**config.mk**
```make
export PLATFORM = sky130hd
export DESIGN_NAME = best_match_tracker
export DESIGN_NICKNAME = d
export VERILOG_FILES = /design/src/logic/sad_pkg.sv /design/src/logic/search_pkg.sv /design/src/logic/best_match_tracker.sv
export SDC_FILE = /design/constraint.sdc
export NUM_CORES = 1
export LEC_CHECK = 0
export BUFFER_PORTS_ARGS = -buffer_cell sky130_fd_sc_hd__buf_2
export CORE_ASPECT_RATIO = 0.9
export CORE_MARGIN = 2
export CORE_UTILIZATION = 40
export DETAILED_ROUTE_END_ITERATION = 10
export GPL_TIMING_DRIVEN = 1
export SYNTH_ARGS = -nofsm -noshare
export SYNTH_HDL_FRONTEND = slang
export SYNTH_SLANG_ARGS = --single-unit
```
**constraint.sdc**
```tcl
create_clock -name clk -period 3.2 [get_ports clk]
set_clock_uncertainty 0.15 [all_clocks]
set_input_delay 0.48 -clock clk [delete_from_list [all_inputs] [get_ports clk]]
set_output_delay 0.48 -clock clk [all_outputs]
set_load 0.005 [all_outputs]
```
**src/logic/sad_pkg.sv**
```systemverilog
`default_nettype none

// Pixel and block geometry for the SAD datapath
package sad_pkg;

	localparam int BLOCK_DIM    = 4; // Block side in pixels
	localparam int BLOCK_PIXELS = BLOCK_DIM * BLOCK_DIM;
	localparam int PIXEL_W      = 8;

	// 16 x 255 = 4080 fits in 12 bits
	localparam int SAD_W = 12;

	typedef logic [PIXEL_W-1:0] pixel_t;

	// Row r, column c at slot r*BLOCK_DIM + c, slot 0 in the low byte
	typedef logic [BLOCK_PIXELS*PIXEL_W-1:0] block_t;

	typedef logic [SAD_W-1:0] sad_t;

	localparam sad_t SAD_MAX = '1; // Worst possible match

endpackage

`default_nettype wire

```
**src/logic/search_pkg.sv**
```systemverilog
`default_nettype none

// Search array layout, result format and pipeline depths
package search_pkg;

	localparam int N_PE     = 16;
	localparam int PE_IDX_W = $clog2(N_PE);
	localparam int CTR_W    = 4;
	localparam int MATCH_W  = sad_pkg::SAD_W + CTR_W + PE_IDX_W;

	typedef logic [PE_IDX_W-1:0] pe_idx_t;

	// Candidate row/offset tag from the outside
	typedef logic [CTR_W-1:0] ctr_word_t;

	// SAD in 19..8, control word in 7..4, element index in 3..0
	typedef logic [MATCH_W-1:0] match_t;

	typedef logic [N_PE*$bits(sad_pkg::block_t)-1:0] pe_blocks_t; // Element k in slice k
	typedef logic [N_PE*sad_pkg::SAD_W-1:0] pe_sads_t;

	localparam int PE_LAT    = 2;
	localparam int TREE_LAT  = 2;
	localparam int ALIGN_LAT = PE_LAT + TREE_LAT; // Enable and ctr_word delay

	localparam match_t MATCH_WORST = {
		sad_pkg::SAD_MAX,
		{CTR_W{1'b0}},
		{PE_IDX_W{1'b0}}
	};

endpackage

`default_nettype wire

```
**src/logic/best_match_tracker.sv**
```systemverilog
`timescale 1ns/1ns
`default_nettype none

// Aligns enable and ctr_word with the SAD pipeline and keeps the running best
module best_match_tracker (
	input  wire                        clk,
	input  wire                        rst_n,
	input  wire                        enable,
	input  wire search_pkg::ctr_word_t ctr_word,
	input  wire sad_pkg::sad_t         min_sad,
	input  wire search_pkg::pe_idx_t   min_idx,
	output search_pkg::match_t         best_match
);

	logic                  en_dly  [search_pkg::ALIGN_LAT];
	search_pkg::ctr_word_t ctr_dly [search_pkg::ALIGN_LAT];
	logic                  en_aligned;
	sad_pkg::sad_t         best_sad;
	logic                  keep_best;
	search_pkg::match_t    new_match;

	always_ff @(posedge clk)
	begin
		if (rst_n)
		begin
			for (int i = 0; i < search_pkg::ALIGN_LAT; i++)
			begin
				en_dly[i] <= 1'b0;
			end
		end
		else
		begin
			en_dly[0] <= enable;
			for (int i = 1; i < search_pkg::ALIGN_LAT; i++)
			begin
				en_dly[i] <= en_dly[i-1];
			end
		end
	end

	// Control word delay, same depth as enable
	always_ff @(posedge clk)
	begin
		ctr_dly[0] <= ctr_word;
		for (int i = 1; i < search_pkg::ALIGN_LAT; i++)
		begin
			ctr_dly[i] <= ctr_dly[i-1];
		end
	end

	assign en_aligned = en_dly[search_pkg::ALIGN_LAT-1];
	assign best_sad   = best_match[search_pkg::MATCH_W-1 -: sad_pkg::SAD_W];
	assign keep_best  = best_sad < min_sad; // An equal SAD replaces the old one
	assign new_match  = {min_sad, ctr_dly[search_pkg::ALIGN_LAT-1], min_idx};

	always_ff @(posedge clk)
	begin
		if (rst_n || !en_aligned)
			best_match <= search_pkg::MATCH_WORST; // Restart from the worst match
		else if (!keep_best)
			best_match <= new_match;
	end

endmodule

`default_nettype wire

```
==> reports/results.ini <==
[run_status]
outcome=complete, no violations

[worst_setup_path]
start_kind=primary input
cp.arrival_ns=2.13
end_kind=flop
worst-endpoint-required_ns=3.26
path_class=primary input to flop
worstPathMaxFanout=10

[clock_network]
cts_tree=done
clk_pin_slew_ns=0.08
ctsHoldBuffers=0
cts_setup_buffers=0
cts_buffers=5
cts.sinks=40
cts_buffer_depth=2
ctsResizeCount=0
cts_max_level=2
cts-root-buf=clkbuf_8
clock_latency_ns=0.29

[yosys]
postSynthCellCount=151
syn_avg_cell_area_sq_um=10.1
synth_top_area_frac=0.523
synth-edff-count=0
async_flop_share=0
synthesis.area_sq_um=1530
synth_common_cells=dfxtp_1, nor2_1, mux2i_1, nand2_1
yosysSeqAreaShare=0.523
synth_top_area_cell=dfxtp_1
ys_ff_latch=40
ys_top_cells_by_area=dfxtp_1, mux2i_1, ha_1
ys.flop_type=dfxtp_1
yosys.cell_types.count=19
yosysMostFrequentCell=dfxtp_1
syn-num-nets=185
ys_warn_count=0

[power_and_ir_drop]
combPwrFrac=0.065
p_seq_frac=0.518
p_int_mw=0.779
power_switching_mw=0.214
leakage_nw=0.842
p_per_area_nw_per_um2=526
p_clk_frac=0.418
switching_share=0.216
ir_drop_mv=0.392

[finish]
syn_to_final_growth_pct=23.3
multi_input_area_sq_um=647
regArea_sq_um=801
layout-drive-gt1-share=0.281
finalNetCount=229
fill_cells=355
diodes=0

[timing]
finalCritPeriodShare=0.645
finalSetupTns_ns=0
rsz0062_at_grt=false
slew_viol_final=0
final_hold_viol_count=0
tightest_slew_ns=0.958
finalSetupViolCount=0
slew_headroom=0.360
finalCriticalPeriod_ns=2.06
fmax_ghz=0.485
hold_slack_ns=0.137

[route]
routed-via-count=1082
viasPerCell=4.47
drc_errors=0
drt_iter0_drc=53
antenna_left=0
totalWireLength_um=2630
drtPass1Iterations=4
wl_per_cell_um=10.9

[placed_design]
gp_congestion=0.785
port_buffers=42
place_hpwl_um=2010

[floorplan]
die_area_sq_um=4340
initial_core_util=0.413
rows=21
die_x_um=69.2
die_height_um=62.7
coreArea_sq_um=3700
ios=43

[hold_path]
hp-class=primary input to flop

[global_routing]
first_global_vias=1044
overflow=0
grt_usage=0.133
top_usage_layer=met2
grt_pass1_wl_um=4510
use_met1=0.155
use_met2=0.216
antenna_found_initial=0
grt_max_degree=25
met3_usage=0.0565

[flow_run]
drv_cap=0

-- final timing paths --
path | from | end | slack [ns] | cells after the start
worst min register to register | ctr_dly[1][0] | ctr_dly[2][0] | 0.18 | 0
worst min-delay path | ctr_word[2] | ctr_dly[0][2] | 0.14 | 1
worst max register to register | best_match[17] | best_match[2] | 1.14 | 7
worst max-delay path | min_sad[9] | best_match[2] | 1.14 | 9
-- cell usage in the layout, fill, tap and decap left out --
cell type / count
buf_4: 2
a2111oi_4: 1
nand2_1: 18
nor3_1: 2
bufinv_16: 1
o21bai_1: 2
clkinvlp_4: 1
mux2i_1: 20
ha_1: 11
nor2_1: 24
nand4_1: 1
inv_1: 11
dfxtp_1: 40
o21ai_0: 1
clkbuf_8: 5
nor2b_1: 5
inv_6: 1
nor2b_2: 1
a21oi_1: 3
buf_2: 42
nand2b_1: 2
a211oi_2: 1
a21o_1: 1
-- power groups by stage --
stage | Clock, mW | Combinational, mW | Sequential [mW]
final | 0.415 | 0.0641 | 0.514
after global placement | 0 | 0.0627 | 0.525
after floorplan | 0 | 0.0426 | 0.525
after detailed placement | 0 | 0.0649 | 0.526
after global routing | 0.459 | 0.0722 | 0.516
after CTS | 0.430 | 0.0653 | 0.514
-- critical path, cell delays in order --
cell and delay, ns:
buf_2 0.09, inv_1 0.04, ha_1 0.29, a21o_1 0.15, a21oi_1 0.16, nor2b_2 0.07, a2111oi_4 0.34, buf_4 0.27
mux2i_1 0.22
-- layout make-up --
type,instances,share of cell area
sequential,40,0.424
timing repair buffer,44,0.119
tap,46,0.0305
clock buffer,5,0.0365
clock inverter,3,0.0245
inverter,11,0.0219
multi-input combinational,93,0.343
-- layer usage --
layer | wire (um) | vias up
met5 | 0 | -
met3 | 165 | 2
met2 | 1260 | 24
met4 | 22 | 0
li1 | - | 575
met1 | 1180 | 481
-- kinds of logic after synthesis --
logic type,synth area share
DFF,0.523
AOI/OAI and AO/OA,0.0540
buffers and inverters,0.0540
muxes,0.131
adders and majority gates,0.0899
and+or+nand+nor,0.148
-- metrics by stage --
step | cells | setup WS (ns) | power [mW] | cell area, sq um | utilization
after global placement | 234 | 0.905 | 0.588 | 1770 | 0.478
after floorplan | 151 | 1.08 | 0.568 | 1530 | -
final | 242 | 1.14 | 0.993 | 1890 | 0.509
after detailed placement | 234 | 0.820 | 0.591 | 1770 | 0.478
after CTS | 242 | 1.11 | 1.01 | 1890 | 0.509
after global routing | 242 | 0.990 | 1.05 | 1890 | 0.509
-- flip-flops by register name, indices dropped and copies added, names as in the netlist --
register	count
ctr_dly	16
best_match	20
en_dly	4
Power figures use the tool's default switching activity.
