===== src/logic/sad_pkg.sv =====
`default_nettype none

// Pixel and block geometry for the SAD datapath
package sad_pkg;

	localparam int BLOCK_DIM    = 4; // Block side in pixels
	localparam int BLOCK_PIXELS = BLOCK_DIM * BLOCK_DIM;
	localparam int PIXEL_W      = 8;

	// 16 x 255 = 4080 fits in 12 bits
	localparam int SAD_W = 12;

	typedef logic [PIXEL_W-1:0] pixel_t;

	// Row r, column c at slot r*BLOCK_DIM + c, slot 0 in the low byte
	typedef logic [BLOCK_PIXELS*PIXEL_W-1:0] block_t;

	typedef logic [SAD_W-1:0] sad_t;

	localparam sad_t SAD_MAX = '1; // Worst possible match

endpackage

`default_nettype wire


===== src/logic/sad_pe.sv =====
`timescale 1ns/1ns
`default_nettype none

// One 4x4 SAD element, absolute differences then sum
module sad_pe (
	input  wire                  clk,
	input  wire                  rst_n,
	input  wire sad_pkg::block_t cur_blk,
	input  wire sad_pkg::block_t ref_blk,
	output sad_pkg::sad_t        sad
);

	sad_pkg::pixel_t cur_px [sad_pkg::BLOCK_PIXELS];
	sad_pkg::pixel_t ref_px [sad_pkg::BLOCK_PIXELS];
	sad_pkg::pixel_t diff_q [sad_pkg::BLOCK_PIXELS];
	sad_pkg::sad_t   sum_d;

	function automatic sad_pkg::pixel_t abs_diff(
		input sad_pkg::pixel_t a,
		input sad_pkg::pixel_t b
	);
		if (a > b)
			abs_diff = a - b;
		else
			abs_diff = b - a;
	endfunction

	// Split the packed blocks into pixels
	always_comb
	begin
		for (int i = 0; i < sad_pkg::BLOCK_PIXELS; i++)
		begin
			cur_px[i] = cur_blk[i*sad_pkg::PIXEL_W +: sad_pkg::PIXEL_W];
			ref_px[i] = ref_blk[i*sad_pkg::PIXEL_W +: sad_pkg::PIXEL_W];
		end
	end

	// Stage one
	always_ff @(posedge clk)
	begin
		if (rst_n)
		begin
			for (int i = 0; i < sad_pkg::BLOCK_PIXELS; i++)
			begin
				diff_q[i] <= '0;
			end
		end
		else
		begin
			for (int i = 0; i < sad_pkg::BLOCK_PIXELS; i++)
			begin
				diff_q[i] <= abs_diff(cur_px[i], ref_px[i]);
			end
		end
	end

	// Adder tree over the sixteen differences
	always_comb
	begin
		sum_d = '0;
		for (int i = 0; i < sad_pkg::BLOCK_PIXELS; i++)
		begin
			sum_d = sum_d + sad_pkg::sad_t'(diff_q[i]); // Zero extend
		end
	end

	// Stage two
	always_ff @(posedge clk)
	begin
		if (rst_n)
			sad <= '0;
		else
			sad <= sum_d;
	end

endmodule

`default_nettype wire


===== config.mk =====
export PLATFORM = sky130hd
export DESIGN_NAME = sad_pe
export DESIGN_NICKNAME = d
export VERILOG_FILES = /design/src/logic/sad_pkg.sv /design/src/logic/sad_pe.sv
export SDC_FILE = /design/constraint.sdc
export NUM_CORES = 1
export LEC_CHECK = 0
export BUFFER_PORTS_ARGS = -buffer_cell sky130_fd_sc_hd__buf_2
export CAP_MARGIN = 20
export CORE_ASPECT_RATIO = 0.9
export CORE_MARGIN = 3
export CORE_UTILIZATION = 55
export CTS_CLUSTER_SIZE = 16
export DETAILED_ROUTE_END_ITERATION = 10
export GPL_ROUTABILITY_DRIVEN = 0
export PLACE_DENSITY = 0.88
export SLEW_MARGIN = 20
export SYNTH_ARGS = -nofsm -noshare
export SYNTH_HDL_FRONTEND = slang
export SYNTH_SLANG_ARGS = --single-unit

===== constraint.sdc =====
create_clock -name clk -period 5.8 [get_ports clk]
set_input_delay 0.58 -clock clk [delete_from_list [all_inputs] [get_ports clk]]
set_output_delay 0.58 -clock clk [all_outputs]
set_load 0.01 [all_outputs]

==> impl_metrics.env <==
export IMPL_initial_utilization=0.562
export IMPL_final_nets=3322
export IMPL_clock_fmax_ghz=0.182
export IMPL_period_share=0.949
export IMPL_rrSetupSlack_ns=0.30
export IMPL_r2r_start="diff_q[1][11]"
export IMPL_rsz0062_at_grt="no"
export IMPL_tns_ns=0
export IMPL_die_width_um=206
export IMPL_syn_area_um2=19900
export IMPL_io_buffers=269
export IMPL_hold_start="ref_blk[8]"
export IMPL_grt_overflow=0
export IMPL_irDropWorstVdd_mv=1.75
export IMPL_critPathKind="flop to flop"
export IMPL_relSlewSlack=0.382
export IMPL_cts_tree="yes"
export IMPL_start_kind="flop"
export IMPL_antenna_found_initial=4
export IMPL_clk_pin_slew_ns=0.06
export IMPL_drive_above_1_share=0.124
export IMPL_hp_class="input port to flop"
export IMPL_end_kind="flop"
export IMPL_num_rows=65
export IMPL_clock_sinks=140
export IMPL_total_power_mw=12.7
export IMPL_skew_ns=0.0130
export IMPL_post_cts_buffers=0
export IMPL_status="completed"
export IMPL_slew_violations=0
export IMPL_die_y_um=186
export IMPL_routed_wl_um=53400
export IMPL_core_area_um2=35400
export IMPL_clk_latency_ns=0.43
export IMPL_power_per_cell_area_nw_per_um2=582
export IMPL_multiInputGateArea_um2=14900
export IMPL_grt_pass1_vias=18300
export IMPL_register_area_um2=2800
export IMPL_p_leak_nw=10.9
export IMPL_drc=0
export IMPL_ys_types=67
export IMPL_ctsResizeCount=0
export IMPL_syn_inst=2499
export IMPL_dp_final_hpwl_um=43600
export IMPL_vias_per_cell=6.03
export IMPL_hold_buffers=0
export IMPL_yosysSeqAreaShare=0.141
export IMPL_area_growth_pct=10.1
export IMPL_antenna_left=0
export IMPL_vias=19000
export IMPL_clockBufferDepth=2
export IMPL_synthFlopType="dfxtp_1"
export IMPL_synth_edf_count=0
export IMPL_crit_start="diff_q[1][11]"
export IMPL_ctsRootBufferMaster="clkbuf_16"
export IMPL_io_pins=270
export IMPL_grt_pass1_wl_um=87100
export IMPL_drt_iter0_markers=1484
export IMPL_fin_crit_ns=5.50
export IMPL_hold_violations=0
export IMPL_htree_levels=4
export IMPL_syn_avg_cell_area_um2=7.96
export IMPL_setup_violations=0
export IMPL_routedWlPerCell_um=17.0
export IMPL_cp_arrival_ns=5.81
export IMPL_drtPass1Iterations=6
export IMPL_cp_max_fo=2
export IMPL_yosysWarnings=0
export IMPL_maxCapViolations=0
export IMPL_worst_pin_slew_ns=0.913
export IMPL_async_flop_share=0
export IMPL_grt_max_degree=157
export IMPL_syn_nets=3158
export IMPL_cts_buffers=17
export IMPL_synth_seq_cells=140
export IMPL_die_area_um2=38500
export IMPL_fillCellCount=3003
export IMPL_grt_use_total=0.271
export IMPL_worstPathRequired_ns=6.10
[cell usage after synthesis, types with 5 or more instances]
cell       instances  area, µm²
nand2_1          130        488
o211ai_1           9       67.6
nand4b_1           9       78.8
or3_1             27        169
nand4_1           96        601
o22ai_1           11       68.8
a21boi_1          12       90.1
nor4b_1            5       43.8
a211oi_1          41        308
o21ai_0           70        350
o21ai_1           23        115
buf_2             73        365
clkbuf_1          48        180
nor3_1            24        120
o31a_1            12        105
nor2_1           139        522
a221o_1           22        220
a21o_1            38        285
a211o_1           12        105
nand2b_1          67        419
nand3_1           18       90.1
o2bb2ai_1         22        193
or2_2             23        144
a41o_1            13        130
a311oi_1          12        105
a311o_1            9       90.1
o21bai_1          16        120
a21oi_1          156        781
a22o_1            38        333
dfxtp_1          140       2800
nand3b_1          50        375
or2_1             29        181
o21a_1            18        135
a21boi_0          13       97.6
inv_1            425       1600
ha_1             261       3270
o311ai_1          76        666
fa_1             140       2800
nor2b_1           37        231
or4_1             25        188
and2_1            38        238
o31ai_1           17        128
or3b_1            11       96.3
[critical path: stages, from the launching register on]
cell and delay [ns]:
dfxtp_1 0.33, inv_1 0.07, fa_1 0.52, inv_1 0.07
fa_1 0.51, fa_1 0.53, fa_1 0.52, fa_1 0.55
inv_1 0.06, fa_1 0.53, inv_1 0.07, ha_1 0.30
a211oi_1 0.43, o21bai_1 0.21, a21oi_1 0.24, o21ai_0 0.12
mux2_1 0.31
[flip-flops by register name, summed over array words and instances (netlist names)]
| signal | cells |
|---|---|
| diff_q | 128 |
| sad | 12 |
[cell families (layout without fill, tap and decap cells)]
group	Yosys count	after routing	synth area share
other	0	1	0
adders and majority gates	401	401	0.305
buffers and inverters	550	727	0.110
DFF	140	140	0.141
AOI/OAI and AO/OA	652	652	0.232
muxes	2	2	0.00107
and+or+nand+nor	751	751	0.210
xor gates and xnor gates	3	3	0.00132
[report_power, final]
part,internal (mW),total [mW],switching (mW)
clock network,0.723,1.16,0.436
registers,1.22,1.30,0.0828
logic,4.32,10.3,5.96
[area by class of cell]
cell class	instances	share of cell area
Timing Repair Buffer	270	0.0627
Inverter	425	0.0729
Clock inverter	13	0.00863
Tap cell	469	0.0268
Antenna cell	1	0.000114
Sequential cell	140	0.128
Clock buffer	19	0.0198
Multi-Input combinational cell	1809	0.681
[stage by stage]
step,hold WS [ns],cells,worst slack (ns),cell area [µm²],util
finish,0.508,3146,0.295,21900,0.619
global route,0.496,3146,0.132,21900,0.619
CTS,0.486,3145,0.323,21900,0.619
detailed placement,0.575,3113,0.392,21300,0.601
global placement,0.568,3113,0.588,21300,0.601
floorplan,0.536,2499,0.791,19900,-
[per-layer routing]
metal / GRT usage / share of wire / up-vias
li1: - / - / 9065
met4: 0.0577 / 0.021 / 4
met3: 0.0349 / 0.072 / 106
met2: 0.456 / 0.48 / 829
met1: 0.372 / 0.43 / 8965
met5: 0 / 0.00039 / -
[placed cells by master (no fill, tap or decap), types with 37 or more instances in the layout]
| cell | count |
|---|---|
| o21ai_0 | 70 |
| ha_1 | 261 |
| buf_2 | 268 |
| a21oi_1 | 156 |
| and2_1 | 38 |
| a211oi_1 | 41 |
| nand3b_1 | 50 |
| nand2_1 | 130 |
| o311ai_1 | 76 |
| nor2b_1 | 37 |
| inv_1 | 425 |
| nand2b_1 | 67 |
| nor2_1 | 139 |
| a22o_1 | 38 |
| fa_1 | 140 |
| dfxtp_1 | 140 |
| a21o_1 | 38 |
| nand4_1 | 96 |
[final timing paths]
path                                     end  cells after the start
worst min register to register        sad[0]                      2
worst max register to register        sad[9]                     16
worst max-delay path                  sad[9]                     16
worst min-delay path            diff_q[0][8]                      3
No activity file was read; power rests on OpenSTA's default activity.
