<file path="config.mk">
export PLATFORM = sky130hd
export DESIGN_NAME = min_select_tree
export DESIGN_NICKNAME = d
export VERILOG_FILES = /design/src/logic/sad_pkg.sv /design/src/logic/search_pkg.sv /design/src/logic/min_select_tree.sv
export SDC_FILE = /design/constraint.sdc
export NUM_CORES = 1
export LEC_CHECK = 0
export BUFFER_PORTS_ARGS = -buffer_cell sky130_fd_sc_hd__buf_2
export CELL_PAD_IN_SITES_DETAIL_PLACEMENT = 1
export CELL_PAD_IN_SITES_GLOBAL_PLACEMENT = 2
export CORE_ASPECT_RATIO = 0.5
export CORE_MARGIN = 3
export CORE_UTILIZATION = 32
export CTS_CLUSTER_DIAMETER = 100
export DETAILED_ROUTE_END_ITERATION = 7
export GPL_TIMING_DRIVEN = 1
export PLACE_DENSITY = 0.78
export SYNTH_ARGS = -nofsm -noshare
export SYNTH_HDL_FRONTEND = slang
export SYNTH_SLANG_ARGS = --single-unit
</file>
<file path="constraint.sdc">
create_clock -name clk -period 9 [get_ports clk]
set_clock_uncertainty 0.1 [all_clocks]
set_input_delay 0.45 -clock clk [delete_from_list [all_inputs] [get_ports clk]]
set_output_delay 0.45 -clock clk [all_outputs]
set_load 0.005 [all_outputs]
</file>
<file path="src/logic/sad_pkg.sv">
`default_nettype none

// Pixel and block geometry for the SAD datapath
package sad_pkg;

	localparam int BLOCK_DIM    = 4; // Block side in pixels
	localparam int BLOCK_PIXELS = BLOCK_DIM * BLOCK_DIM;
	localparam int PIXEL_W      = 8;

	// 16 x 255 = 4080 fits in 12 bits
	localparam int SAD_W = 12;

	typedef logic [PIXEL_W-1:0] pixel_t;

	// Row r, column c at slot r*BLOCK_DIM + c, slot 0 in the low byte
	typedef logic [BLOCK_PIXELS*PIXEL_W-1:0] block_t;

	typedef logic [SAD_W-1:0] sad_t;

	localparam sad_t SAD_MAX = '1; // Worst possible match

endpackage

`default_nettype wire

</file>
<file path="src/logic/search_pkg.sv">
`default_nettype none

// Search array layout, result format and pipeline depths
package search_pkg;

	localparam int N_PE     = 16;
	localparam int PE_IDX_W = $clog2(N_PE);
	localparam int CTR_W    = 4;
	localparam int MATCH_W  = sad_pkg::SAD_W + CTR_W + PE_IDX_W;

	typedef logic [PE_IDX_W-1:0] pe_idx_t;

	// Candidate row/offset tag from the outside
	typedef logic [CTR_W-1:0] ctr_word_t;

	// SAD in 19..8, control word in 7..4, element index in 3..0
	typedef logic [MATCH_W-1:0] match_t;

	typedef logic [N_PE*$bits(sad_pkg::block_t)-1:0] pe_blocks_t; // Element k in slice k
	typedef logic [N_PE*sad_pkg::SAD_W-1:0] pe_sads_t;

	localparam int PE_LAT    = 2;
	localparam int TREE_LAT  = 2;
	localparam int ALIGN_LAT = PE_LAT + TREE_LAT; // Enable and ctr_word delay

	localparam match_t MATCH_WORST = {
		sad_pkg::SAD_MAX,
		{CTR_W{1'b0}},
		{PE_IDX_W{1'b0}}
	};

endpackage

`default_nettype wire

</file>
<file path="src/logic/min_select_tree.sv">
`timescale 1ns/1ns
`default_nettype none

// Minimum of sixteen SADs in two registered levels of four
module min_select_tree (
	input  wire                       clk,
	input  wire                       rst_n,
	input  wire search_pkg::pe_sads_t sads,
	output sad_pkg::sad_t             min_sad,
	output search_pkg::pe_idx_t       min_idx
);

	sad_pkg::sad_t       sad_in    [search_pkg::N_PE];
	sad_pkg::sad_t       grp_sad_d [4];
	search_pkg::pe_idx_t grp_idx_d [4];
	sad_pkg::sad_t       grp_sad_q [4];
	search_pkg::pe_idx_t grp_idx_q [4];
	sad_pkg::sad_t       fin_sad_d;
	search_pkg::pe_idx_t fin_idx_d;

	// Shared by both levels
	function automatic void min_of_four(
		input  sad_pkg::sad_t       s  [4],
		input  search_pkg::pe_idx_t ix [4],
		output sad_pkg::sad_t       min_s,
		output search_pkg::pe_idx_t min_i
	);
		min_s = s[0];
		min_i = ix[0];
		for (int j = 1; j < 4; j++)
		begin
			if (s[j] < min_s) // Strict, so a tie keeps the lower index
			begin
				min_s = s[j];
				min_i = ix[j];
			end
		end
	endfunction

	always_comb
	begin
		for (int k = 0; k < search_pkg::N_PE; k++)
		begin
			sad_in[k] = sads[k*sad_pkg::SAD_W +: sad_pkg::SAD_W];
		end
	end

	// Level one, groups 0..3 cover elements 4g..4g+3
	always_comb
	begin
		sad_pkg::sad_t       s  [4];
		search_pkg::pe_idx_t ix [4];
		sad_pkg::sad_t       m_s;
		search_pkg::pe_idx_t m_i;
		for (int g = 0; g < 4; g++)
		begin
			for (int j = 0; j < 4; j++)
			begin
				s[j]  = sad_in[g*4 + j];
				ix[j] = search_pkg::pe_idx_t'(g*4 + j);
			end
			min_of_four(s, ix, m_s, m_i);
			grp_sad_d[g] = m_s;
			grp_idx_d[g] = m_i;
		end
	end

	always_ff @(posedge clk)
	begin
		if (rst_n)
		begin
			for (int g = 0; g < 4; g++)
			begin
				grp_sad_q[g] <= '0;
				grp_idx_q[g] <= '0;
			end
		end
		else
		begin
			for (int g = 0; g < 4; g++)
			begin
				grp_sad_q[g] <= grp_sad_d[g];
				grp_idx_q[g] <= grp_idx_d[g];
			end
		end
	end

	// Level two over the group winners, in group order
	always_comb
	begin
		min_of_four(grp_sad_q, grp_idx_q, fin_sad_d, fin_idx_d);
	end

	always_ff @(posedge clk)
	begin
		if (rst_n)
		begin
			min_sad <= '0;
			min_idx <= '0;
		end
		else
		begin
			min_sad <= fin_sad_d;
			min_idx <= fin_idx_d;
		end
	end

endmodule

`default_nettype wire

</file>
==> results.md <==
- Status: finished clean
- WP data required: ~9.2 ns
- Global-route wire length before repair: approximately 43 mm
- Hold Path Depth: 3
- Most common cell in the synthesized netlist: ha_1
- GR Overflow Total: 0
- CTS max path bufs: 2
- Post-CTS sizing: 0
- Compound-gate portion of the synthesized area: a little over a fifth
- Syn Inst Count: 1,005
- Initial antenna violation count: 6
- R2R cell count: 27
- Row cnt: 41
- Largest family of logic cells by synthesized area: adder cells
- Fin area: 0.0100 mm^2
- Initial Util: between 30% and 40%
- FF+latch count, synth: 73
- Fin cells: 1,544
- Global Route Usage Sum: 18.3%
- Crit. End Element: flip-flop
- DR pass1 iterations: 4
- Crit-path max FO: 25
- Max-cap violations: 0
- Slowest CP cell: a21oi_2
- Achievable clock frequency: 129 MHz
- Final-stage net count: 1,548
- Peak VDD IR: 0.0966 mV
- CTS H-tree lvls: 3
- Lkg Pwr: 0.00527 uW
- Worst setup SP type: input port
- Cell Area, Synth: 0.00838 mm^2
- Area contributors post-synth: ha_1 (24%), dfxtp_1 (17%), mux2i_1 (7.5%)
- Die H: 120 um
- Hold-fix buffers, CTS: 0
- Mux share of post-synthesis cell area: between 10% and 20%
- YS warnings: 0
- Via count: 7,929
- Setup_tns: 0 ns
- CTS tree: done
- Power Total: 1880 uW
- Post-synth EDFFs: 0
- Kind of critical path: input port to flip-flop
- DR DRC count: 0
- Detailed Route Iter0 Violations: between 200 and 250
- Clock transition at path regs: 0.06 ns
- Via/cell ratio: about 5
- Placed Area: 0.00971 mm^2
- Clock latency on the worst-skew pair: 0.34 ns
- Core box area: ~0.025 mm^2
- Synth top cells by count: ha_1 (162), inv_1 (118), a21oi_1 (96), a21o_1 (73), dfxtp_1 (73)
- Post-layout util: 39.2%
- Pwr/cell area: 188 mW/mm^2
- Largest area contributor in the netlist: ha_1
- Share of cells above drive strength 1: 25.7%
- TritonCTS buffer count: 9
- Final hold viol count: 0
- Syn_nets: 1,361
- HP Class: input port to flip-flop
- Postcts setup bufs: 0
- Worst path top cell family by delay: compound AO/OA/AOI/OAI gates
- Post-Route WL: 26.2 mm
- Root buf cell: clkbuf_16
- Post-Synth XOR/XNOR Area: 0%
- Avg Cell Area, Syn: ~8.3 um^2
- Syn-to-layout area delta: 19.3%
- Placed Instances: 1,525
- WP data arrival: a little under 8 ns
- Largest net degree at the start of global routing: 67
- Tmin final: roughly 7.8 ns
- Vias in the first global route: 8,490
- Relative slew slack: 34.9%
- WL/cell: roughly 17 um
- DIE AREA: 0.0283 mm^2
- Distinct cells, synth: between 60 and 70
- Synth Flop Type: dfxtp_1
- # port buffers: around 210
- Die W: 235 um
- Final setup viols: 0
- Post-synthesis simple-gate area fraction: 14.2%
- Count of final max-slew check failures: 0
- # clock sinks: 73
- # IOs: 210
- Post-synth ARST share: 0%
- Worst Tran Pin Value: approximately 0.98 ns
- Most used cell, CP: a21o_1
- Bufs and invs on worst path: 2
- Biggest cell delay along the critical path: between 0.7 and 0.8 ns
- WP depth: 25
- Final GP Congestion: ~0.85
- Synth top area share: 24.2%
- RSZ-0062 raised after global routing: false
- Post-DRT Antenna Nets: 0
- Final period utilization: 86.1%
- Detailed Place HPWL: between 20 and 25 mm
- Sequential area share after synthesis: roughly 17%
- Adder-cell area share of the yosys netlist: 24.6%
==> report_power, final <==
| part | internal (uW) | leakage, uW | total (uW) | switching [uW] |
|---|---|---|---|---|
| Clock | 188 | 0.000136 | 329 | 141 |
| Combinational | 497 | 0.00453 | 1110 | 612 |
| Sequential | 400 | 0.000607 | 441 | 41.2 |
| Total | 1090 | 0.00527 | 1880 | 794 |
==> worst reg2reg max path, cell delays in order (launching register included) <==
cell       delay, ns
dfxtp_1         0.35
inv_1           0.05
ha_1            0.31
nand4_1         0.12
or4_4           0.51
a31oi_4         0.54
mux2_2          0.31
inv_1           0.05
ha_1            0.19
or4_1           0.51
a21oi_1         0.18
nand2_1         0.07
mux2_2          0.27
o2111ai_2       0.11
nand3b_2        0.44
mux2i_1         0.37
ha_1            0.31
a21o_1          0.16
a21o_1          0.17
a21o_1          0.18
a21oi_1         0.14
nor2b_1         0.06
o21ai_0         0.14
nand2b_1        0.09
a21oi_1         0.73
buf_4           0.35
nand3_1         0.10
a21oi_1         0.25
==> area by class of cell <==
cell class                      count  area, um^2
Timing Repair Buffer              216        1100
Fill cell                        3120       15500
Clock buffer                        9         225
Multi-Input combinational cell    774        6280
Sequential cell                    73        1460
Inverter                          118         443
Antenna cell                        3        7.51
Clock inverter                      7        52.6
Tap cell                          344         430
==> routing by layer <==
layer / wire (um) / global-route usage [%]
met1: 12600 / 23.6
met2: 12700 / 32.5
met3: 719 / 3.01
met4: 251 / 3.24
met5: 42 / 0
==> worst paths after layout <==
path / start / end / slack (ns)
worst max register to register: grp_sad_q[43] / min_sad[2] / 1.76
worst min-delay path: sads[92] / grp_sad_q[32] / 0.27
worst max-delay path: sads[97] / grp_sad_q[20] / 1.25
worst min register to register: grp_idx_q[2] / min_idx[2] / 0.35
==> logic make-up (layout without fill, tap and decap cells) <==
| kind of cell | Yosys count | count (layout) |
|---|---|---|
| fa+ha+maj | 165 | 165 |
| mux | 113 | 113 |
| compound gates | 272 | 272 |
| flops | 73 | 73 |
| buf+inv | 158 | 350 |
| simple gates | 224 | 224 |
| other cells | 0 | 3 |
==> layout by cell type, fill, tap and decap left out, types with 26 or more instances in the layout <==
master	synthesis	final
buf_2	5	209
ha_1	162	162
inv_1	118	118
a21oi_1	96	96
a21o_1	73	73
dfxtp_1	73	73
mux2i_1	63	63
nor2_1	53	53
mux2_2	50	50
nand3_1	47	47
o21ai_0	34	34
nand2_1	31	31
nand4_1	26	26
==> sequential cells by signal, summed over array words and instances, names as in the netlist <==
name,count
grp_idx_q,9
grp_sad_q,48
min_idx,4
min_sad,12
==> stage by stage <==
stage               hold slack, ns  setup WS, ns
finish                       0.269          1.25
global route                 0.275         0.703
CTS                          0.262          1.37
detailed placement           0.335          1.03
global placement             0.335          1.25
floorplan                    0.322          2.31
Power figures use the tool's default switching activity.
